<file path="config.mk">
export PLATFORM = sky130hd
export DESIGN_NAME = ring_reader_top
export DESIGN_NICKNAME = d
export VERILOG_FILES = /design/src/design/ring_reader_pkg.sv /design/src/design/ring_read_requester.sv /design/src/design/reorder_scoreboard.sv /design/src/design/line_out_fifo.sv /design/src/design/ring_reader_top.sv
export VERILOG_INCLUDE_DIRS = /design/src /design/src/include
export SDC_FILE = /design/constraint.sdc
export NUM_CORES = 1
export LEC_CHECK = 0
export ABC_AREA = 1
export BUFFER_PORTS_ARGS = -buffer_cell sky130_fd_sc_hd__buf_2
export CAP_MARGIN = 10
export CELL_PAD_IN_SITES_DETAIL_PLACEMENT = 1
export CELL_PAD_IN_SITES_GLOBAL_PLACEMENT = 1
export CORE_MARGIN = 1
export CORE_UTILIZATION = 49
export DETAILED_ROUTE_END_ITERATION = 16
export PLACE_DENSITY_LB_ADDON = 0.05
export SKIP_CTS_REPAIR_TIMING = 1
export SLEW_MARGIN = 0
export SYNTH_ARGS = -nofsm -noshare
export SYNTH_HDL_FRONTEND = slang
export SYNTH_SLANG_ARGS = --single-unit
</file>
<file path="constraint.sdc">
create_clock -name clk -period 5.6 [get_ports clk]
set_input_delay 0.56 -clock clk [delete_from_list [all_inputs] [get_ports clk]]
set_output_delay 0.56 -clock clk [all_outputs]
set_load 0.02 [all_outputs]
</file>
<file path="src/include/ring_reader_settings.svh">
`ifndef RING_READER_SETTINGS_SVH
`define RING_READER_SETTINGS_SVH

// ==========================================================================
// Sizes of the host-to-device ring reader
// ==========================================================================

// Width of a ring index, so the ring holds 2**RING_IDX_BITS lines
// The ring size must stay a power of two because indices wrap naturally
`define RING_IDX_BITS 8

// Number of reorder slots, which bounds the reads in flight at once
`define SB_ENTRIES 8

// Width of a reorder slot tag, matching SB_ENTRIES
`define SB_IDX_BITS 3

// Width of one cache line of payload
`define LINE_BITS 64

// Width of a host line address, counted in lines and not in bytes
`define ADDR_BITS 32

`endif

</file>
<file path="src/design/ring_reader_pkg.sv">
`include "ring_reader_settings.svh"

package ring_reader_pkg;

    // ======================================================================
    // Shared word types
    // ======================================================================

    // Index of a line slot in the host ring buffer
    typedef logic [`RING_IDX_BITS-1:0] ring_idx_t;

    // Host address of one line
    typedef logic [`ADDR_BITS-1:0] line_addr_t;

    // Payload of one line
    typedef logic [`LINE_BITS-1:0] line_t;

    // Tag that names one reorder slot, carried with a read and its response
    typedef logic [`SB_IDX_BITS-1:0] sb_tag_t;

    // ======================================================================
    // Reorder slot state
    // ======================================================================

    // A slot is free, waiting on a response, or holding a returned line
    typedef enum logic [1:0] {
        SLOT_FREE = 2'd0,
        SLOT_WAIT = 2'd1,
        SLOT_FULL = 2'd2
    } slot_state_t;

endpackage

</file>
<file path="src/design/ring_read_requester.sv">
`timescale 1ns/1ns

module ring_read_requester
    import ring_reader_pkg::*;
(
    input  logic       clk,
    input  logic       reset,

    // Base of the ring in host memory, held stable while running
    input  line_addr_t buffer_base,

    // One past the newest line that the host has written
    input  ring_idx_t  newest_line_idx,

    // The scoreboard has a slot ready for the next read
    input  logic       slot_free,

    // Arbiter grant for the current request
    input  logic       read_grant,

    // One line left the scoreboard toward the client
    input  logic       line_consumed,

    output logic       read_req,
    output line_addr_t read_addr,
    output ring_idx_t  oldest_line_idx
);

    // ======================================================================
    // Next line to request
    // ======================================================================

    // Ring index of the next line that has not yet been requested
    ring_idx_t next_idx;

    // The host only grants while read_req is high, so a grant always means
    // there was an unread line and a free slot
    always_ff @(posedge clk)
    begin
        if (reset)
        begin
            next_idx <= '0;
        end
        else if (read_grant)
        begin
            // The ring size is a power of two, so the index wraps by itself
            next_idx <= next_idx + 1'b1;
        end
    end

    // Request whenever unread lines exist and a reorder slot is available
    // This is combinational so a newest index update is seen in its cycle
    assign read_req = (next_idx != newest_line_idx) && slot_free;

    // The address is formed by addition instead of by replacing low bits
    // That way the ring does not have to be aligned to its own size
    assign read_addr = buffer_base + line_addr_t'(next_idx);

    // ======================================================================
    // Oldest consumed line
    // ======================================================================

    // Counting lines as they leave the scoreboard in ring order is simpler
    // than tracking responses that land out of order
    // The host may overwrite every slot below this index
    always_ff @(posedge clk)
    begin
        if (reset)
        begin
            oldest_line_idx <= '0;
        end
        else if (line_consumed)
        begin
            oldest_line_idx <= oldest_line_idx + 1'b1;
        end
    end

endmodule

</file>
<file path="src/design/reorder_scoreboard.sv">
`timescale 1ns/1ns
`include "ring_reader_settings.svh"

module reorder_scoreboard
    import ring_reader_pkg::*;
(
    input  logic    clk,
    input  logic    reset,

    // Allocation side, used when a read is granted
    input  logic    alloc_en,
    output logic    slot_free,
    output sb_tag_t alloc_tag,

    // Fill side, used when a tagged response returns
    input  logic    fill_en,
    input  sb_tag_t fill_tag,
    input  line_t   fill_data,

    // Drain side, which hands lines out in allocation order
    input  logic    drain_en,
    output logic    head_full,
    output line_t   head_data
);

    // ======================================================================
    // Slot storage
    // ======================================================================

    // State of each slot, cleared to free on reset
    slot_state_t slot_state [`SB_ENTRIES];

    // Line payload of each slot
    // Only a slot marked full is ever read, so the contents start undefined
    line_t slot_data [`SB_ENTRIES];

    // Next slot to hand out with a read request
    sb_tag_t alloc_ptr;

    // Oldest allocated slot, the next one to leave in ring order
    sb_tag_t head_ptr;

    // ======================================================================
    // Status toward the requester and the output buffer
    // ======================================================================

    // Slots are handed out strictly in order, so only the slot under the
    // allocation pointer matters
    assign slot_free = (slot_state[alloc_ptr] == SLOT_FREE);
    assign alloc_tag = alloc_ptr;

    // The head can leave once its response has arrived
    assign head_full = (slot_state[head_ptr] == SLOT_FULL);
    assign head_data = slot_data[head_ptr];

    // ======================================================================
    // State updates
    // ======================================================================

    // Allocation, fill and drain always touch different slots
    // Allocation needs a free slot, a fill targets a waiting slot and the
    // drain takes a full one, so the three updates never collide
    always_ff @(posedge clk)
    begin
        if (reset)
        begin
            alloc_ptr <= '0;
            head_ptr  <= '0;
            for (int i = 0; i < `SB_ENTRIES; i++)
            begin
                slot_state[i] <= SLOT_FREE;
            end
        end
        else
        begin
            // A granted read reserves the slot until its response lands
            if (alloc_en)
            begin
                slot_state[alloc_ptr] <= SLOT_WAIT;
                alloc_ptr             <= alloc_ptr + 1'b1;
            end

            // Responses may land in any order
            if (fill_en)
            begin
                slot_state[fill_tag] <= SLOT_FULL;
            end

            // Draining releases the head and moves on to the next slot
            if (drain_en)
            begin
                slot_state[head_ptr] <= SLOT_FREE;
                head_ptr             <= head_ptr + 1'b1;
            end
        end
    end

    // Response payload capture
    always_ff @(posedge clk)
    begin
        if (fill_en)
        begin
            slot_data[fill_tag] <= fill_data;
        end
    end

endmodule

</file>
<file path="src/design/line_out_fifo.sv">
`timescale 1ns/1ns

module line_out_fifo
    import ring_reader_pkg::*;
(
    input  logic  clk,
    input  logic  reset,

    // Write side, fed by the scoreboard drain
    input  logic  enq_en,
    input  line_t enq_data,
    output logic  not_full,

    // Read side, presented to the client
    output line_t first,
    input  logic  deq_en,
    output logic  not_empty
);

    // Two entries are enough to pop every cycle while registering the path
    line_t      entry_data [2];
    logic       wr_ptr;
    logic       rd_ptr;
    logic [1:0] count;

    // A pop only counts when a line is actually presented
    logic       deq_fire;

    assign deq_fire  = deq_en && not_empty;
    assign not_full  = (count != 2'd2);
    assign not_empty = (count != 2'd0);
    assign first     = entry_data[rd_ptr];

    // Pointers and occupancy, with enqueue and dequeue allowed together
    always_ff @(posedge clk)
    begin
        if (reset)
        begin
            wr_ptr <= 1'b0;
            rd_ptr <= 1'b0;
            count  <= 2'd0;
        end
        else
        begin
            if (enq_en)
            begin
                wr_ptr <= ~wr_ptr;
            end
            if (deq_fire)
            begin
                rd_ptr <= ~rd_ptr;
            end
            count <= count + {1'b0, enq_en} - {1'b0, deq_fire};
        end
    end

    // Payload registers
    always_ff @(posedge clk)
    begin
        if (enq_en)
        begin
            entry_data[wr_ptr] <= enq_data;
        end
    end

endmodule

</file>
<file path="src/design/ring_reader_top.sv">
`timescale 1ns/1ns

module ring_reader_top
    import ring_reader_pkg::*;
(
    input  logic       clk,
    input  logic       reset,

    // Ring description published by the host
    input  line_addr_t buffer_base,
    input  ring_idx_t  newest_line_idx,

    // Read request channel toward host memory
    output logic       read_req,
    output line_addr_t read_addr,
    output sb_tag_t    read_tag,
    input  logic       read_grant,

    // Tagged read responses, possibly out of order
    input  logic       rsp_valid,
    input  sb_tag_t    rsp_tag,
    input  line_t      rsp_data,

    // In-order line stream toward the client
    output line_t      rx_data,
    output logic       rx_rdy,
    input  logic       rx_enable,

    // Lines the host may now overwrite
    output ring_idx_t  oldest_line_idx
);

    // ======================================================================
    // Internal connections
    // ======================================================================

    logic  slot_free;
    logic  head_full;
    line_t head_data;
    logic  fifo_not_full;

    // A line moves from the scoreboard head into the output buffer when it
    // has arrived and there is room, and that same move counts as consumed
    logic  drain;

    assign drain = head_full && fifo_not_full;

    // Request side with the ring pointers
    ring_read_requester i_requester (
        .clk             (clk),
        .reset           (reset),
        .buffer_base     (buffer_base),
        .newest_line_idx (newest_line_idx),
        .slot_free       (slot_free),
        .read_grant      (read_grant),
        .line_consumed   (drain),
        .read_req        (read_req),
        .read_addr       (read_addr),
        .oldest_line_idx (oldest_line_idx)
    );

    // Puts out-of-order responses back into ring order
    reorder_scoreboard i_scoreboard (
        .clk       (clk),
        .reset     (reset),
        .alloc_en  (read_grant),
        .slot_free (slot_free),
        .alloc_tag (read_tag),
        .fill_en   (rsp_valid),
        .fill_tag  (rsp_tag),
        .fill_data (rsp_data),
        .drain_en  (drain),
        .head_full (head_full),
        .head_data (head_data)
    );

    // Registered output stage toward the client
    line_out_fifo i_out_fifo (
        .clk       (clk),
        .reset     (reset),
        .enq_en    (drain),
        .enq_data  (head_data),
        .not_full  (fifo_not_full),
        .first     (rx_data),
        .deq_en    (rx_enable),
        .not_empty (rx_rdy)
    );

endmodule

</file>
==> results of run 1 <==
## flip-flops by register name, indices dropped and copies added, names as in the netlist, named ones only
register / count
i_scoreboard.alloc_tag: 3
i_out_fifo.wr_ptr: 1
i_scoreboard.head_ptr: 3
i_scoreboard.slot_state: 16
i_requester.next_idx: 8
i_requester.oldest_line_idx: 8
i_out_fifo.count: 2
i_out_fifo.entry_data: 128
i_out_fifo.rd_ptr: 1
i_scoreboard.slot_data: 512
## worst paths after layout
| kind | from | to | slack, ns | cells past startpoint |
|---|---|---|---|---|
| setup reg to reg | flip-flop | i_out_fifo.entry_data[1][41]$_DFFE_PP_ | 2.43 | 6 |
| hold / removal | rsp_data[20] | i_scoreboard.slot_data[5][20]$_DFFE_PP_ | 0.21 | 1 |
| hold reg to reg | i_out_fifo.rd_ptr$_SDFFE_PP0P_ | i_out_fifo.rd_ptr$_SDFFE_PP0P_ | 0.45 | 1 |
| setup / recovery | i_requester.next_idx[0]$_SDFFE_PP0P_ | read_addr[28] | 2.38 | 11 |
## cell families (layout without fill, tap and decap cells)
group / after synthesis / in the layout / share of synthesized area [%]
AND/OR/NAND/NOR: 772 / 772 / 11.4
flip-flops: 689 / 689 / 72.0
AO/OA/AOI/OAI: 449 / 449 / 8.78
buffers and inverters: 206 / 470 / 3.32
multiplexers: 64 / 64 / 2.57
XOR/XNOR: 37 / 37 / 1.16
adder cells (fa/ha/maj): 15 / 15 / 0.696
other: 0 / 6 / 0
## layer usage
metal  vias to the layer above  global-route usage (%)  part of all wire, %
met3                       126                    4.28                  4.7
met2                       369                    42.9                   50
met5                         -                       0                 0.11
met1                      9167                    33.2                   44
li1                       8447                       -                    -
met4                        12                    7.52                  2.1
## final cells by class
| cell class | count | area (sq um) | area share (%) |
|---|---|---|---|
| Inverter | 87 | 343 | 1.07 |
| Clock buffer | 96 | 1960 | 6.12 |
| Timing Repair Buffer | 250 | 1340 | 4.17 |
| Clock inverter | 37 | 302 | 0.939 |
| Tap cell | 756 | 946 | 2.95 |
| Antenna cell | 6 | 15.0 | 0.0468 |
| Sequential cell | 689 | 20200 | 63.0 |
| Multi-Input combinational cell | 1337 | 6980 | 21.7 |
## power breakdown
group	total, uW	leakage [uW]	internal (uW)	switching [uW]
registers	6440	0.00621	6270	169
clock network	4610	0.00110	2620	1980
logic	3970	0.00423	1160	2810
total	15000	0.0115	10100	4960
## stage by stage
step / util, % / setup WS (ns) / std cells / power (uW)
after floorplan: - / 1.40 / 2232 / 9310
after global placement: 52.8 / 2.41 / 3119 / 10300
after detailed placement: 52.8 / 2.37 / 3119 / 10500
after CTS: 56.8 / 2.35 / 3252 / 15100
after global routing: 56.8 / 2.22 / 3254 / 15700
final: 56.8 / 2.38 / 3258 / 15000
## synthesized netlist by cell type, types with 24 or more instances
cell        n  area share, %
edfxtp_1  640             69
nand2_1   344            4.6
nor2_1    327            4.4
o21ai_0   272            4.9
o22ai_1   128            2.9
inv_1      84            1.1
mux2_2     64            2.6
clkbuf_1   57           0.76
dfxtp_1    49            3.5
buf_2      47           0.84
nand3_1    38           0.68
a21oi_1    30           0.54
xor2_1     24           0.75
==> impl_metrics.csv, run 1 <==
group,metric,value,unit
status,outcome,"complete, no violations",
sta,fin_skew,0.0210,ns
floorplan,die_w,241,um
detailed_routing,dr.pass1.iters,5,
sta,fin_crit_sh,57.5,%
clock_network,cts_sinks,689,
cells_and_area,final_common_cell,"edfxtp_1",
cells_and_area,final_cell_mix,"edfxtp_1 (640), nand2_1 (344), nor2_1 (318)",
sta,tightest_slew,1.10,ns
worst_setup_path,worstPathRequired,5.04,ns
sta,finalMaxSlewViolations,0,
sta,fin_tns_setup,0,ns
worst_setup_path,critPathKind,"flip-flop to primary output",
sta,setup_viol,0,
clock_network,cts_tree,"built",
worst_setup_path,critPathTopFamily,"adder cells",
cells_and_area,stdcell_area,0.0321,sq mm
synthesis,async_flop_share,0,%
grt,antenna_found_initial,12,
grt,grt_pass1_wl,110,mm
clock_network,clk_pin_slew,0.06,ns
worst_setup_path,worst_setup_path_end_kind,"primary output",
place,placedInstanceArea,0.0298,sq mm
detailed_routing,routed_wirelength,72.7,mm
floorplan,core,0.0565,sq mm
floorplan,io_pins,221,
synthesis,syn_inst,2232,
floorplan,rows,87,
worst_setup_path,slowest_delay,0.43,ns
sta,max_freq,0.311,GHz
worst_setup_path,cp_slowest_cell,"fa_1",
grt,grt-ovfl-total,0,
synthesis,syn_avg_cell_area,12.6,sq um
detailed_routing,drc,0,
synthesis,ys_types,43,
worst_setup_path,crit_fanout,6,
grt,first_global_vias,19069,
sta,rsz0062_at_grt,"false",
worst_setup_path,critPathMostFrequentCell,"nand2_1",
detailed_routing,via_per_inst,5.56,
synthesis,syn-cell-area,0.0280,sq mm
worst_setup_path,path_cells,"ha_1, fa_1, nand2_1, nand2_1, and2_1, a21oi_2, nor2_2, nand2_1, nand2_1, nand2_1, buf_2",
floorplan,die-area,0.0582,sq mm
sta,holdWs,0.206,ns
grt,grtUsageTotal,25.2,%
synthesis,yosysSeqAreaShare,72.0,%
worst_setup_path,path_buf_inv,1,
clock_network,cts.htree.levels,3,
synthesis,synth-seq-cells,689,
cells_and_area,syn_to_final_growth,14.5,%
place,gp_congestion,0.828,
sta,hold_viol,0,
sta,slew_headroom,26.4,%
detailed_routing,dr_total_vias,18121,
detailed_routing,routedWlPerCell,22.3,um
pwr,powerDensity,468,mW/mm^2
worst_setup_path,startpoint_type,"flip-flop",
synthesis,synth_nets,2359,
hold_path,holdCritPathClass,"input pin to flip-flop",
cells_and_area,nets,2564,
grt,grt_max_degree,107,
cells_and_area,fillers,5671,
synthesis,synth_ff_type,"edfxtp_1",
floorplan,die_h,241,um
detailed_routing,dr.first_iter.drc_count,1045,
synthesis,synth_edf_count,640,
place,port_buffers,220,
detailed_routing,ant_nets,0,
pwr,leakage,0.0115,uW
clock_network,cts_max_path_buffers,3,
flow_run,drv_cap,0,
sta,final.min_clock_period,3.22,ns
place,hpwlAfterDp,41.6,mm
clock_network,numCtsBuffers,72,
clock_network,cts_root_buf,"clkbuf_16",
worst_setup_path,arrival,2.66,ns
floorplan,initial_utilization,49.6,%
pwr,irDropWorstVdd,0.329,mV
cells_and_area,drive_above_1_share,18.4,%
synthesis,yosys_warnings,0,
clock_network,clk_latency,0.62,ns
No activity file was read; power rests on OpenSTA's default activity.
==> run 2, diff against run 1 <==
==> constraint.sdc (replaced) <==
create_clock -name clk -period 3.2 [get_ports clk]
set_input_delay 0.32 -clock clk [delete_from_list [all_inputs] [get_ports clk]]
set_output_delay 0.32 -clock clk [all_outputs]
set_load 0.02 [all_outputs]
==> run 2 against run 1 <==
Against the previous run: global-route usage rose by 0.22 points; clock skew fell by 0.0063 ns; largest power group unchanged; sequential share of layout area fell by 2.0 points; first-iteration DRC count rose by 14%; critical endpoint is now read_addr[20]; highest routed layer unchanged.
==> impl_metrics.csv, run 2 (synthesized netlist as in run 1, its figures left out) <==
group,metric,value,unit
cells_and_area,drive_above_1_share,18.7,%
worst_setup_path,path_buf_inv,1,
sta,fin_crit_sh,92.5,%
worst_setup_path,slowest_delay,0.44,ns
floorplan,die_w,241,um
cells_and_area,post-route-util,58.7,%
worst_setup_path,worst_setup_path_end_kind,"primary output",
detailed_routing,dr.first_iter.drc_count,1193,
clock_network,clk_pin_slew,0.06,ns
cells_and_area,nets,2620,
sta,final.min_clock_period,2.96,ns
sta,setup_viol,0,
worst_setup_path,arrival,2.64,ns
grt,grt-ovfl-total,0,
place,placedInstanceArea,0.0301,sq mm
floorplan,die-area,0.0582,sq mm
place,hpwlAfterDp,40.2,mm
floorplan,initial_utilization,49.6,%
detailed_routing,via_per_inst,5.59,
sta,max_freq,0.338,GHz
place,gp_congestion,0.813,
grt,grt_pass1_wl,111,mm
worst_setup_path,startpoint_type,"flip-flop",
pwr,irDropWorstVdd,0.632,mV
clock_network,cts_root_buf,"clkbuf_16",
worst_setup_path,critPathKind,"flip-flop to primary output",
clock_network,cts_sinks,689,
cells_and_area,stdcell_area,0.0332,sq mm
cells_and_area,largest_register,"i_scoreboard.slot_data",
clock_network,numCtsBuffers,74,
pwr,powerDensity,827,mW/mm^2
worst_setup_path,critPathMostFrequentCell,"nand2_1",
cells_and_area,final_cell_mix,"edfxtp_1 (640), nand2_1 (344), nor2_1 (318)",
floorplan,core,0.0565,sq mm
detailed_routing,dr_total_vias,18511,
status,outcome,"complete, no violations",
floorplan,rows,87,
worst_setup_path,crit_fanout,6,
floorplan,io_pins,221,
floorplan,die_h,241,um
sta,finalMaxSlewViolations,0,
detailed_routing,drc,0,
grt,grt_max_degree,257,
place,dpl.cell_count,3124,
sta,holdWs,0.00842,ns
grt,first_global_vias,19435,
hold_path,holdCritPathClass,"input pin to flip-flop",
detailed_routing,routed_wirelength,73.8,mm
flow_run,drv_cap,0,
pwr,leakage,0.0120,uW
cells_and_area,largest_reg_flops,512,
cells_and_area,top_regs,"i_scoreboard.slot_data x512, i_out_fifo.entry_data x128, i_scoreboard.slot_state x16",
sta,tightest_slew,1.31,ns
cells_and_area,syn_to_final_growth,18.2,%
detailed_routing,dr.pass1.iters,5,
pwr,total_power,27400,uW
grt,grtUsageTotal,25.4,%
clock_network,cts_tree,"built",
worst_setup_path,cp_slowest_cell,"fa_1",
clock_network,cts.htree.levels,3,
sta,rsz0062_at_grt,"false",
place,port_buffers,220,
worst_setup_path,critPathTopFamily,"adder cells",
sta,fin_skew,0.0147,ns
worst_setup_path,path_cells,"ha_1, fa_1, nand2_1, nand2_1, and2_1, a21oi_2, nor2_2, nand2_1, nand2_1, nand2_1, buf_2",
sta,slew_headroom,12.6,%
cells_and_area,instances_no_fill,3312,
cells_and_area,final_common_cell,"edfxtp_1",
worst_setup_path,worstPathRequired,2.88,ns
grt,antenna_found_initial,5,
clock_network,clk_latency,0.61,ns
clock_network,cts_max_path_buffers,3,
detailed_routing,routedWlPerCell,22.3,um
sta,hold_viol,0,
detailed_routing,ant_nets,0,
[run 2: cell count changes in the layout (fill, tap and decap cells not counted), sizes merged]
cell,delta
diode,-4
buf,+5
clkinvlp,+1
dlygate4sd3,+49
bufinv,+11
clkinv,+2
clkbuf,-10
[run 2: cell type report]
class	count	area (sq um)
fillers	5650	23300
flip-flops and latches	689	20200
multi-input cells	1337	6980
repair buffers	304	2090
clock buffers	86	1940
well taps	756	946
clock inverters	51	637
inverters	87	342
diodes	2	5.00
[run 2: metal layers]
| metal | routed length, um | GRT usage (%) | vias up |
|---|---|---|---|
| met1 | 31500 | 32.8 | 9425 |
| met4 | 1490 | 7.08 | 6 |
| li1 | - | - | 8557 |
| met2 | 37500 | 44.4 | 413 |
| met5 | 34 | 0 | - |
| met3 | 3240 | 4.08 | 110 |
[run 2: power by group]
| part | internal, uW | total, uW | switching [uW] |
|---|---|---|---|
| Combinational | 2150 | 7100 | 4940 |
| Clock | 5500 | 9020 | 3520 |
| Sequential | 11000 | 11300 | 320 |
[run 2: path summary, 6_finish.rpt]
kind	startpoint	endpoint	slack (ns)	cells past startpoint
worst max register to register	flip-flop	i_out_fifo.entry_data[1][3]$_DFFE_PP_	0.67	7
worst max-delay path	i_requester.next_idx[0]$_SDFFE_PP0P_	read_addr[20]	0.24	11
worst min-delay path	rsp_data[32]	i_scoreboard.slot_data[7][32]$_DFFE_PP_	0.008	1
worst min register to register	i_out_fifo.rd_ptr$_SDFFE_PP0P_	i_out_fifo.rd_ptr$_SDFFE_PP0P_	0.47	1
[run 2: worst register-to-register path, cell delays in order (launching register included)]
cell and delay [ns]:
dfxtp_4 0.61, nand3_1 0.17, nand3_1 0.14, nand3_2 0.09
nand2_4 0.28, nand3_2 0.15, clkinv_2 0.38, buf_4 0.38
[run 2: per-stage QoR]
step,TNS [ns],setup WS (ns)
2_1_floorplan,-167.55,-0.557
3_3_place_gp,0,0.729
3_5_place_dp,0,0.647
4_1_cts,0,0.202
5_1_grt,0,0.0313
6_report,0,0.241
